--- src/rtl/muldiv_pkg.sv ---
package muldiv_pkg;

    // ======================================================================
    // widths
    // ======================================================================

    localparam int md_xlen = 32; // operand width, fixed by the isa.

    typedef logic [md_xlen-1:0] md_word_t;

    // ======================================================================
    // encodings
    // ======================================================================

    typedef enum logic [2:0] {
        OP_NONE = 3'd0,
        OP_MULT = 3'd1,
        OP_MADD = 3'd2,
        OP_MSUB = 3'd3,
        OP_DIV  = 3'd4
    } md_op_e;

    // restoring divider sequencing.
    typedef enum logic [1:0] {
        DIV_IDLE = 2'd0,
        DIV_RUN  = 2'd1,
        DIV_DONE = 2'd2
    } div_state_e;

    // ======================================================================
    // stage bundles
    // ======================================================================

    typedef struct packed {
        md_op_e   op;
        logic     is_unsigned;
        md_word_t operand_a;
        md_word_t operand_b;
    } md_req_t;

    // operands as magnitudes, signs already resolved.
    typedef struct packed {
        md_op_e   op;
        md_word_t mag_a;
        md_word_t mag_b;
        logic     neg_product;   // also the quotient sign.
        logic     neg_remainder; // dividend sign.
        logic     valid;
    } md_prep_t;

    typedef struct packed {
        md_op_e                 op;
        logic [2*md_xlen-1:0]   value; // upper word goes to hi.
        logic                   valid;
    } md_result_t;

endpackage

--- src/rtl/hilo_file.sv ---
`timescale 1ns/1ps

module hilo_file (
    input  logic                   clk,
    input  logic                   rst_n,
    input  muldiv_pkg::md_result_t result,
    output muldiv_pkg::md_word_t   hi,
    output muldiv_pkg::md_word_t   lo,
    output logic                   done
);
    import muldiv_pkg::*;

    logic [2*md_xlen-1:0] hilo_q;
    logic [2*md_xlen-1:0] hilo_d;
    logic                 done_q;

    // accumulation wraps modulo 2^64.
    always_comb begin
        hilo_d = hilo_q;
        if (result.valid) begin
            case (result.op)
                OP_MULT, OP_DIV: hilo_d = result.value;
                OP_MADD:         hilo_d = hilo_q + result.value;
                OP_MSUB:         hilo_d = hilo_q - result.value;
                default:         hilo_d = hilo_q;
            endcase
        end
    end

    always_ff @(posedge clk or negedge rst_n) begin
        if (!rst_n) begin
            hilo_q <= '0;
            done_q <= 1'b0;
        end else begin
            hilo_q <= hilo_d;
            done_q <= result.valid; // pulses with the hi/lo update.
        end
    end

    assign hi   = hilo_q[2*md_xlen-1:md_xlen];
    assign lo   = hilo_q[md_xlen-1:0];
    assign done = done_q;

endmodule

--- src/rtl/muldiv_core.sv ---
`timescale 1ns/1ps

module muldiv_core (
    input  logic                   clk,
    input  logic                   rst_n,
    input  muldiv_pkg::md_prep_t   prep,
    output muldiv_pkg::md_result_t result,
    output logic                   busy
);
    import muldiv_pkg::*;

    logic                 is_mul;
    logic                 div_start;
    logic                 div_finish;
    md_word_t             div_quo;
    md_word_t             div_rem;
    md_word_t             quo_signed;
    md_word_t             rem_signed;
    logic [2*md_xlen-1:0] mag_product;
    logic [2*md_xlen-1:0] signed_product;
    logic                 neg_quo_q;
    logic                 neg_rem_q;
    logic                 busy_q;

    // ======================================================================
    // multiply path
    // ======================================================================

    always_comb begin
        case (prep.op)
            OP_MULT, OP_MADD, OP_MSUB: is_mul = 1'b1;
            default:                   is_mul = 1'b0;
        endcase
    end

    assign mag_product    = (2*md_xlen)'(prep.mag_a) * (2*md_xlen)'(prep.mag_b);
    assign signed_product = prep.neg_product ? -mag_product : mag_product;

    // ======================================================================
    // divide path
    // ======================================================================

    assign div_start = prep.valid && (prep.op == OP_DIV);

    radix2_divider u_divider (
        .clk       (clk),
        .rst_n     (rst_n),
        .start     (div_start),
        .dividend  (prep.mag_a),
        .divisor   (prep.mag_b),
        .quotient  (div_quo),
        .remainder (div_rem),
        .finish    (div_finish)
    );

    // signs wait here while the divider runs.
    always_ff @(posedge clk) begin
        if (div_start) begin
            neg_quo_q <= prep.neg_product;
            neg_rem_q <= prep.neg_remainder;
        end
    end

    always_ff @(posedge clk or negedge rst_n) begin
        if (!rst_n) begin
            busy_q <= 1'b0;
        end else if (div_start) begin
            busy_q <= 1'b1;
        end else if (div_finish) begin
            busy_q <= 1'b0;
        end
    end

    assign quo_signed = neg_quo_q ? -div_quo : div_quo;
    assign rem_signed = neg_rem_q ? -div_rem : div_rem;

    always_comb begin
        result = '{op: OP_NONE, value: signed_product, valid: 1'b0};
        if (div_finish) begin
            result = '{op: OP_DIV, value: {rem_signed, quo_signed}, valid: 1'b1};
        end else if (prep.valid && is_mul) begin
            result = '{op: prep.op, value: signed_product, valid: 1'b1};
        end
    end

    assign busy = busy_q;

endmodule

--- src/rtl/muldiv_issue.sv ---
`timescale 1ns/1ps

module muldiv_issue (
    input  logic                 clk,
    input  logic                 rst_n,
    input  logic                 issue,
    input  muldiv_pkg::md_req_t  req,
    input  logic                 busy,
    output muldiv_pkg::md_prep_t prep
);
    import muldiv_pkg::*;

    logic     accept;
    logic     div_pending;
    logic     sign_a;
    logic     sign_b;
    md_word_t mag_a_d;
    md_word_t mag_b_d;

    logic     valid_q;
    md_op_e   op_q;
    md_word_t mag_a_q;
    md_word_t mag_b_q;
    logic     neg_product_q;
    logic     neg_remainder_q;

    // a div still sitting here has not reached the divider yet.
    assign div_pending = valid_q && (op_q == OP_DIV);
    assign accept      = issue && !busy && !(div_pending && (req.op == OP_DIV));

    assign sign_a  = !req.is_unsigned && req.operand_a[md_xlen-1];
    assign sign_b  = !req.is_unsigned && req.operand_b[md_xlen-1];
    assign mag_a_d = sign_a ? -req.operand_a : req.operand_a;
    assign mag_b_d = sign_b ? -req.operand_b : req.operand_b;

    always_ff @(posedge clk or negedge rst_n) begin
        if (!rst_n) begin
            valid_q <= 1'b0;
        end else begin
            valid_q <= accept; // one cycle per request.
        end
    end

    always_ff @(posedge clk) begin
        if (accept) begin
            op_q            <= req.op;
            mag_a_q         <= mag_a_d;
            mag_b_q         <= mag_b_d;
            neg_product_q   <= sign_a ^ sign_b;
            neg_remainder_q <= sign_a;
        end
    end

    assign prep = '{op:            op_q,
                    mag_a:         mag_a_q,
                    mag_b:         mag_b_q,
                    neg_product:   neg_product_q,
                    neg_remainder: neg_remainder_q,
                    valid:         valid_q};

endmodule

--- src/rtl/muldiv_unit.sv ---
`timescale 1ns/1ps

module muldiv_unit (
    input  logic                 clk,
    input  logic                 rst_n,
    input  logic                 issue,
    input  muldiv_pkg::md_req_t  req,
    output logic                 busy,
    output logic                 done,
    output muldiv_pkg::md_word_t hi,
    output muldiv_pkg::md_word_t lo
);
    import muldiv_pkg::*;

    md_prep_t   prep;
    md_result_t result;

    // request capture and sign handling.
    muldiv_issue u_issue (
        .clk   (clk),
        .rst_n (rst_n),
        .issue (issue),
        .req   (req),
        .busy  (busy),
        .prep  (prep)
    );

    muldiv_core u_core (
        .clk    (clk),
        .rst_n  (rst_n),
        .prep   (prep),
        .result (result),
        .busy   (busy)
    );

    // architectural hi/lo.
    hilo_file u_hilo (
        .clk    (clk),
        .rst_n  (rst_n),
        .result (result),
        .hi     (hi),
        .lo     (lo),
        .done   (done)
    );

endmodule

--- src/rtl/radix2_divider.sv ---
`timescale 1ns/1ps

module radix2_divider (
    input  logic                 clk,
    input  logic                 rst_n,
    input  logic                 start,
    input  muldiv_pkg::md_word_t dividend,
    input  muldiv_pkg::md_word_t divisor,
    output muldiv_pkg::md_word_t quotient,
    output muldiv_pkg::md_word_t remainder,
    output logic                 finish
);
    import muldiv_pkg::*;

    localparam int cnt_w = $clog2(md_xlen);

    div_state_e       state_q;
    logic [cnt_w-1:0] count_q;
    md_word_t         rem_q;
    md_word_t         quo_q;
    md_word_t         dvs_q;
    logic [md_xlen:0] partial;
    logic [md_xlen:0] diff;

    // bring down the next dividend bit, then trial subtract.
    assign partial = {rem_q, quo_q[md_xlen-1]};
    assign diff    = partial - {1'b0, dvs_q};

    always_ff @(posedge clk or negedge rst_n) begin
        if (!rst_n) begin
            state_q <= DIV_IDLE;
            count_q <= '0;
        end else begin
            case (state_q)
                DIV_IDLE: begin
                    if (start) begin
                        state_q <= DIV_RUN;
                        count_q <= '0;
                    end
                end
                DIV_RUN: begin
                    count_q <= count_q + 1'b1;
                    if (count_q == cnt_w'(md_xlen - 1)) begin
                        state_q <= DIV_DONE;
                    end
                end
                default: state_q <= DIV_IDLE; // done lasts one cycle.
            endcase
        end
    end

    always_ff @(posedge clk) begin
        if ((state_q == DIV_IDLE) && start) begin
            rem_q <= '0;
            quo_q <= dividend; // quotient bits shift in behind it.
            dvs_q <= divisor;
        end else if (state_q == DIV_RUN) begin
            if (!diff[md_xlen]) begin
                rem_q <= diff[md_xlen-1:0];
                quo_q <= {quo_q[md_xlen-2:0], 1'b1};
            end else begin
                rem_q <= partial[md_xlen-1:0]; // restore.
                quo_q <= {quo_q[md_xlen-2:0], 1'b0};
            end
        end
    end

    assign quotient  = quo_q;
    assign remainder = rem_q;
    assign finish    = (state_q == DIV_DONE);

endmodule

--- config.mk ---
export PLATFORM = sky130hd
export DESIGN_NAME = muldiv_unit
export DESIGN_NICKNAME = d
export VERILOG_FILES = /design/src/rtl/muldiv_pkg.sv /design/src/rtl/hilo_file.sv /design/src/rtl/muldiv_core.sv /design/src/rtl/muldiv_issue.sv /design/src/rtl/muldiv_unit.sv /design/src/rtl/radix2_divider.sv
export SDC_FILE = /design/constraint.sdc
export NUM_CORES = 2
export LEC_CHECK = 0
export ABC_CLOCK_PERIOD_IN_PS = 14350
export BUFFER_PORTS_ARGS = -buffer_cell sky130_fd_sc_hd__buf_2
export CELL_PAD_IN_SITES_DETAIL_PLACEMENT = 0
export CELL_PAD_IN_SITES_GLOBAL_PLACEMENT = 1
export CORE_UTILIZATION = 51
export CTS_CLUSTER_DIAMETER = 60
export DETAILED_ROUTE_END_ITERATION = 10
export PLACE_DENSITY_LB_ADDON = 0.1
export SYNTH_ARGS = -nofsm -noshare
export SYNTH_HDL_FRONTEND = slang
export SYNTH_SLANG_ARGS = --single-unit
--- constraint.sdc ---
create_clock -name clk -period 14.35 [get_ports clk]
set_clock_uncertainty 0.2 [all_clocks]
set_input_delay 4.305 -clock clk [delete_from_list [all_inputs] [get_ports clk]]
set_output_delay 4.305 -clock clk [all_outputs]
set_load 0.01 [all_outputs]
==> flow_metrics.py <==
metrics = {
    "outcome": {
        "status": "completed",
    },
    "sta": {
        "rsz0062_at_grt": "no",
        "setup_violations": 0,
        "timing.final.max_slew_violations": 0,
        "min_period_ps": 13660,
        "hold_violations": 0,
        "post-route-period-util_pct": 95.2,
        "fmax_ghz": 0.0732,
        "slew_headroom_pct": 26.6,
        "tightest_slew_ps": 1090,
        "setup_tns_ps": 0,
    },
    "critical_path": {
        "cpMaxStageDelayCell": "edfxtp_1",
        "slowest_delay_ps": 760,
        "crit_path_start_kind": "register",
        "crit_arrival_ps": 13970,
        "crit_family": "adder cells",
        "critPathBufInv": 3,
        "crit_path_frequent_cell": "fa_1",
        "cp_num_cells": 39,
        "critPathKind": "register to register",
        "cp_max_fo": 20,
        "cp.required_ps": 14660,
        "worst_setup_path_end_kind": "register",
        "reg2reg_depth": 39,
        "reg2reg_setup_slack_ps": 690,
    },
    "cts": {
        "numCtsBuffers": 42,
        "cts_tree": "yes",
        "clk_latency_ps": 630,
        "htree_num_levels": 2,
        "cts_buffer_depth": 3,
        "path_clk_slew_ps": 60,
        "clkSinkCount": 241,
        "cts_root_buffer": "clkbuf_16",
    },
    "drt": {
        "vias_per_cell": 5.63,
        "drt_iter0_drc": 3224,
        "postRouteAntennaNets": 0,
        "drc": 0,
        "vias": 42900,
        "drt_pass1_iterations": 6,
        "wirelength_um": 158000,
        "wl_per_cell_um": 20.7,
    },
    "logic_synthesis": {
        "ys.flop_type": "edfxtp_1",
        "synthMostInstantiatedCell": "inv_1",
        "postSynthRegisterBits": 241,
        "synth_area_leader_cell": "fa_1",
        "synth_cell_type_count": 101,
        "synth_edf_count": 135,
        "ys_seq_area_share_pct": 12.1,
        "synth_cells": 6206,
        "synthArstFlopShare_pct": 30.7,
        "synthDominantCellAreaShare_pct": 33.3,
        "syn-num-nets": 7541,
        "synthTopCellsByArea": "fa_1, ha_1, edfxtp_1",
        "ys_top_cells_by_count": "inv_1, fa_1, nand2_1",
        "netlist_area_sq_mm": 0.0539,
        "yosys_warnings": 0,
        "syn_avg_cell_area_sq_um": 8.69,
    },
    "global_route": {
        "grt_first_pass_wirelength_um": 252000,
        "grt_pass1_vias": 44100,
        "grt_max_degree": 74,
        "antenna_found_initial": 5,
        "grtUsageTotal_pct": 30.2,
        "overflow": 0,
    },
    "cells_and_area": {
        "nNetsFinal": 7546,
        "area_growth_pct": 7.16,
        "nFillCells": 9734,
        "final-instance-count-excl-fill": 7623,
        "drive_above_1_share_pct": 6.90,
        "diodes": 0,
    },
    "placement": {
        "place_congestion": 0.911,
        "placed_cells": 7503,
        "dp_hpwl_um": 129000,
        "io_buffers": 136,
    },
    "floorplan": {
        "core_area_sq_mm": 0.104,
        "die_height_um": 327,
        "die_x_um": 327,
        "io_pins": 137,
        "row_count": 118,
        "dieArea_sq_mm": 0.107,
        "start_util_pct": 51.8,
    },
    "job": {
        "cap_viol_max_count": 0,
    },
    "worst_hold_path": {
        "whs_path_depth": 0,
        "hp-class": "register to register",
    },
}
cell usage in the layout, fill, tap and decap left out, drive strengths merged, types with 39 or more instances in the layout:
cell / n
a21o: 76
a21oi: 227
and2: 559
buf: 289
clkbuf: 43
dfrtp: 74
edfxtp: 135
fa: 898
ha: 366
inv: 939
nand2: 851
nand3: 83
nor2: 255
nor2b: 39
nor3: 56
o21ai: 239
o31ai: 61
or3: 44
xnor2: 202
xor2: 142
layout make-up:
cell class | count | area [sq um] | share of cell area [%]
timing repair buffer | 289 | 1880 | 3.24
inverter | 932 | 3500 | 6.05
clock inverter | 33 | 340 | 0.589
sequential | 241 | 6550 | 11.3
multi-input combinational | 4705 | 42800 | 74.0
clock buffer | 43 | 1050 | 1.82
tap | 1380 | 1730 | 2.99
per-stage QoR:
stage               setup slack, ps  utilization (%)  hold slack [ps]  cell area (sq um)
CTS                             492             55.0              292              57400
detailed placement              481             53.7              299              56000
global route                   5.00             55.5              317              57800
floorplan                      1960                -              200              53900
global placement                597             53.7              287              56000
finish                          688             55.5              305              57800
sequential cells by signal, summed over array words and instances, names as in the netlist:
signal,flops
u_issue.mag_a_q,32
u_core.neg_rem_q,1
u_issue.neg_product_q,1
u_issue.op_q,3
u_issue.neg_remainder_q,1
u_hilo.hilo_q,64
u_core.busy,1
u_issue.mag_b_q,32
u_core.u_divider.state_q,2
u_core.neg_quo_q,1
u_core.u_divider.dvs_q,32
u_core.u_divider.quotient,32
u_core.u_divider.count_q,5
u_issue.valid_q,1
u_core.u_divider.remainder,32
u_hilo.done,1
worst paths after layout:
path / to / start
max in group asynchronous: u_hilo.hilo_q[54] / rst_n
setup / recovery: u_hilo.hilo_q[63] / u_issue.mag_b_q[14]
setup reg to reg: u_hilo.hilo_q[63] / u_issue.mag_b_q[14]
min in group asynchronous: u_hilo.hilo_q[1] / rst_n
hold / removal: u_core.neg_rem_q / u_issue.neg_remainder_q
hold reg to reg: u_core.neg_rem_q / u_issue.neg_remainder_q
cell families (layout without fill, tap and decap cells):
kind of cell / after synthesis / in the layout / share of synthesized area [%]
muxes: 43 / 43 / 0.816
DFF: 241 / 241 / 12.1
and+or+nand+nor: 2106 / 2106 / 19.3
xor gates and xnor gates: 344 / 344 / 5.60
AOI/OAI and AO/OA: 948 / 948 / 11.5
buffers and inverters: 1260 / 1297 / 8.80
adders and majority gates: 1264 / 1264 / 41.8
what timing repair did:
| item | CTS | global route |
|---|---|---|
| hold endpoints to repair | 0 | 0 |
| gates resized for setup | 0 | 18 |
| buffers inserted | 0 | 44 |
| hold buffers | 0 | 0 |
| endpoints found under the setup margin | 0 | 6 |
routing by layer:
metal | vias up | global-route usage [%] | routed length (um)
li1 | 20000 | - | -
met1 | 21400 | 44.3 | 73900
met4 | 8 | 5.91 | 2690
met2 | 1392 | 45.3 | 67700
met3 | 187 | 7.32 | 13800
met5 | - | 0 | 49
Power is left out: the tool's default activity adds up to more than one toggle a clock period on the data nets, which glitch-free logic cannot reach.
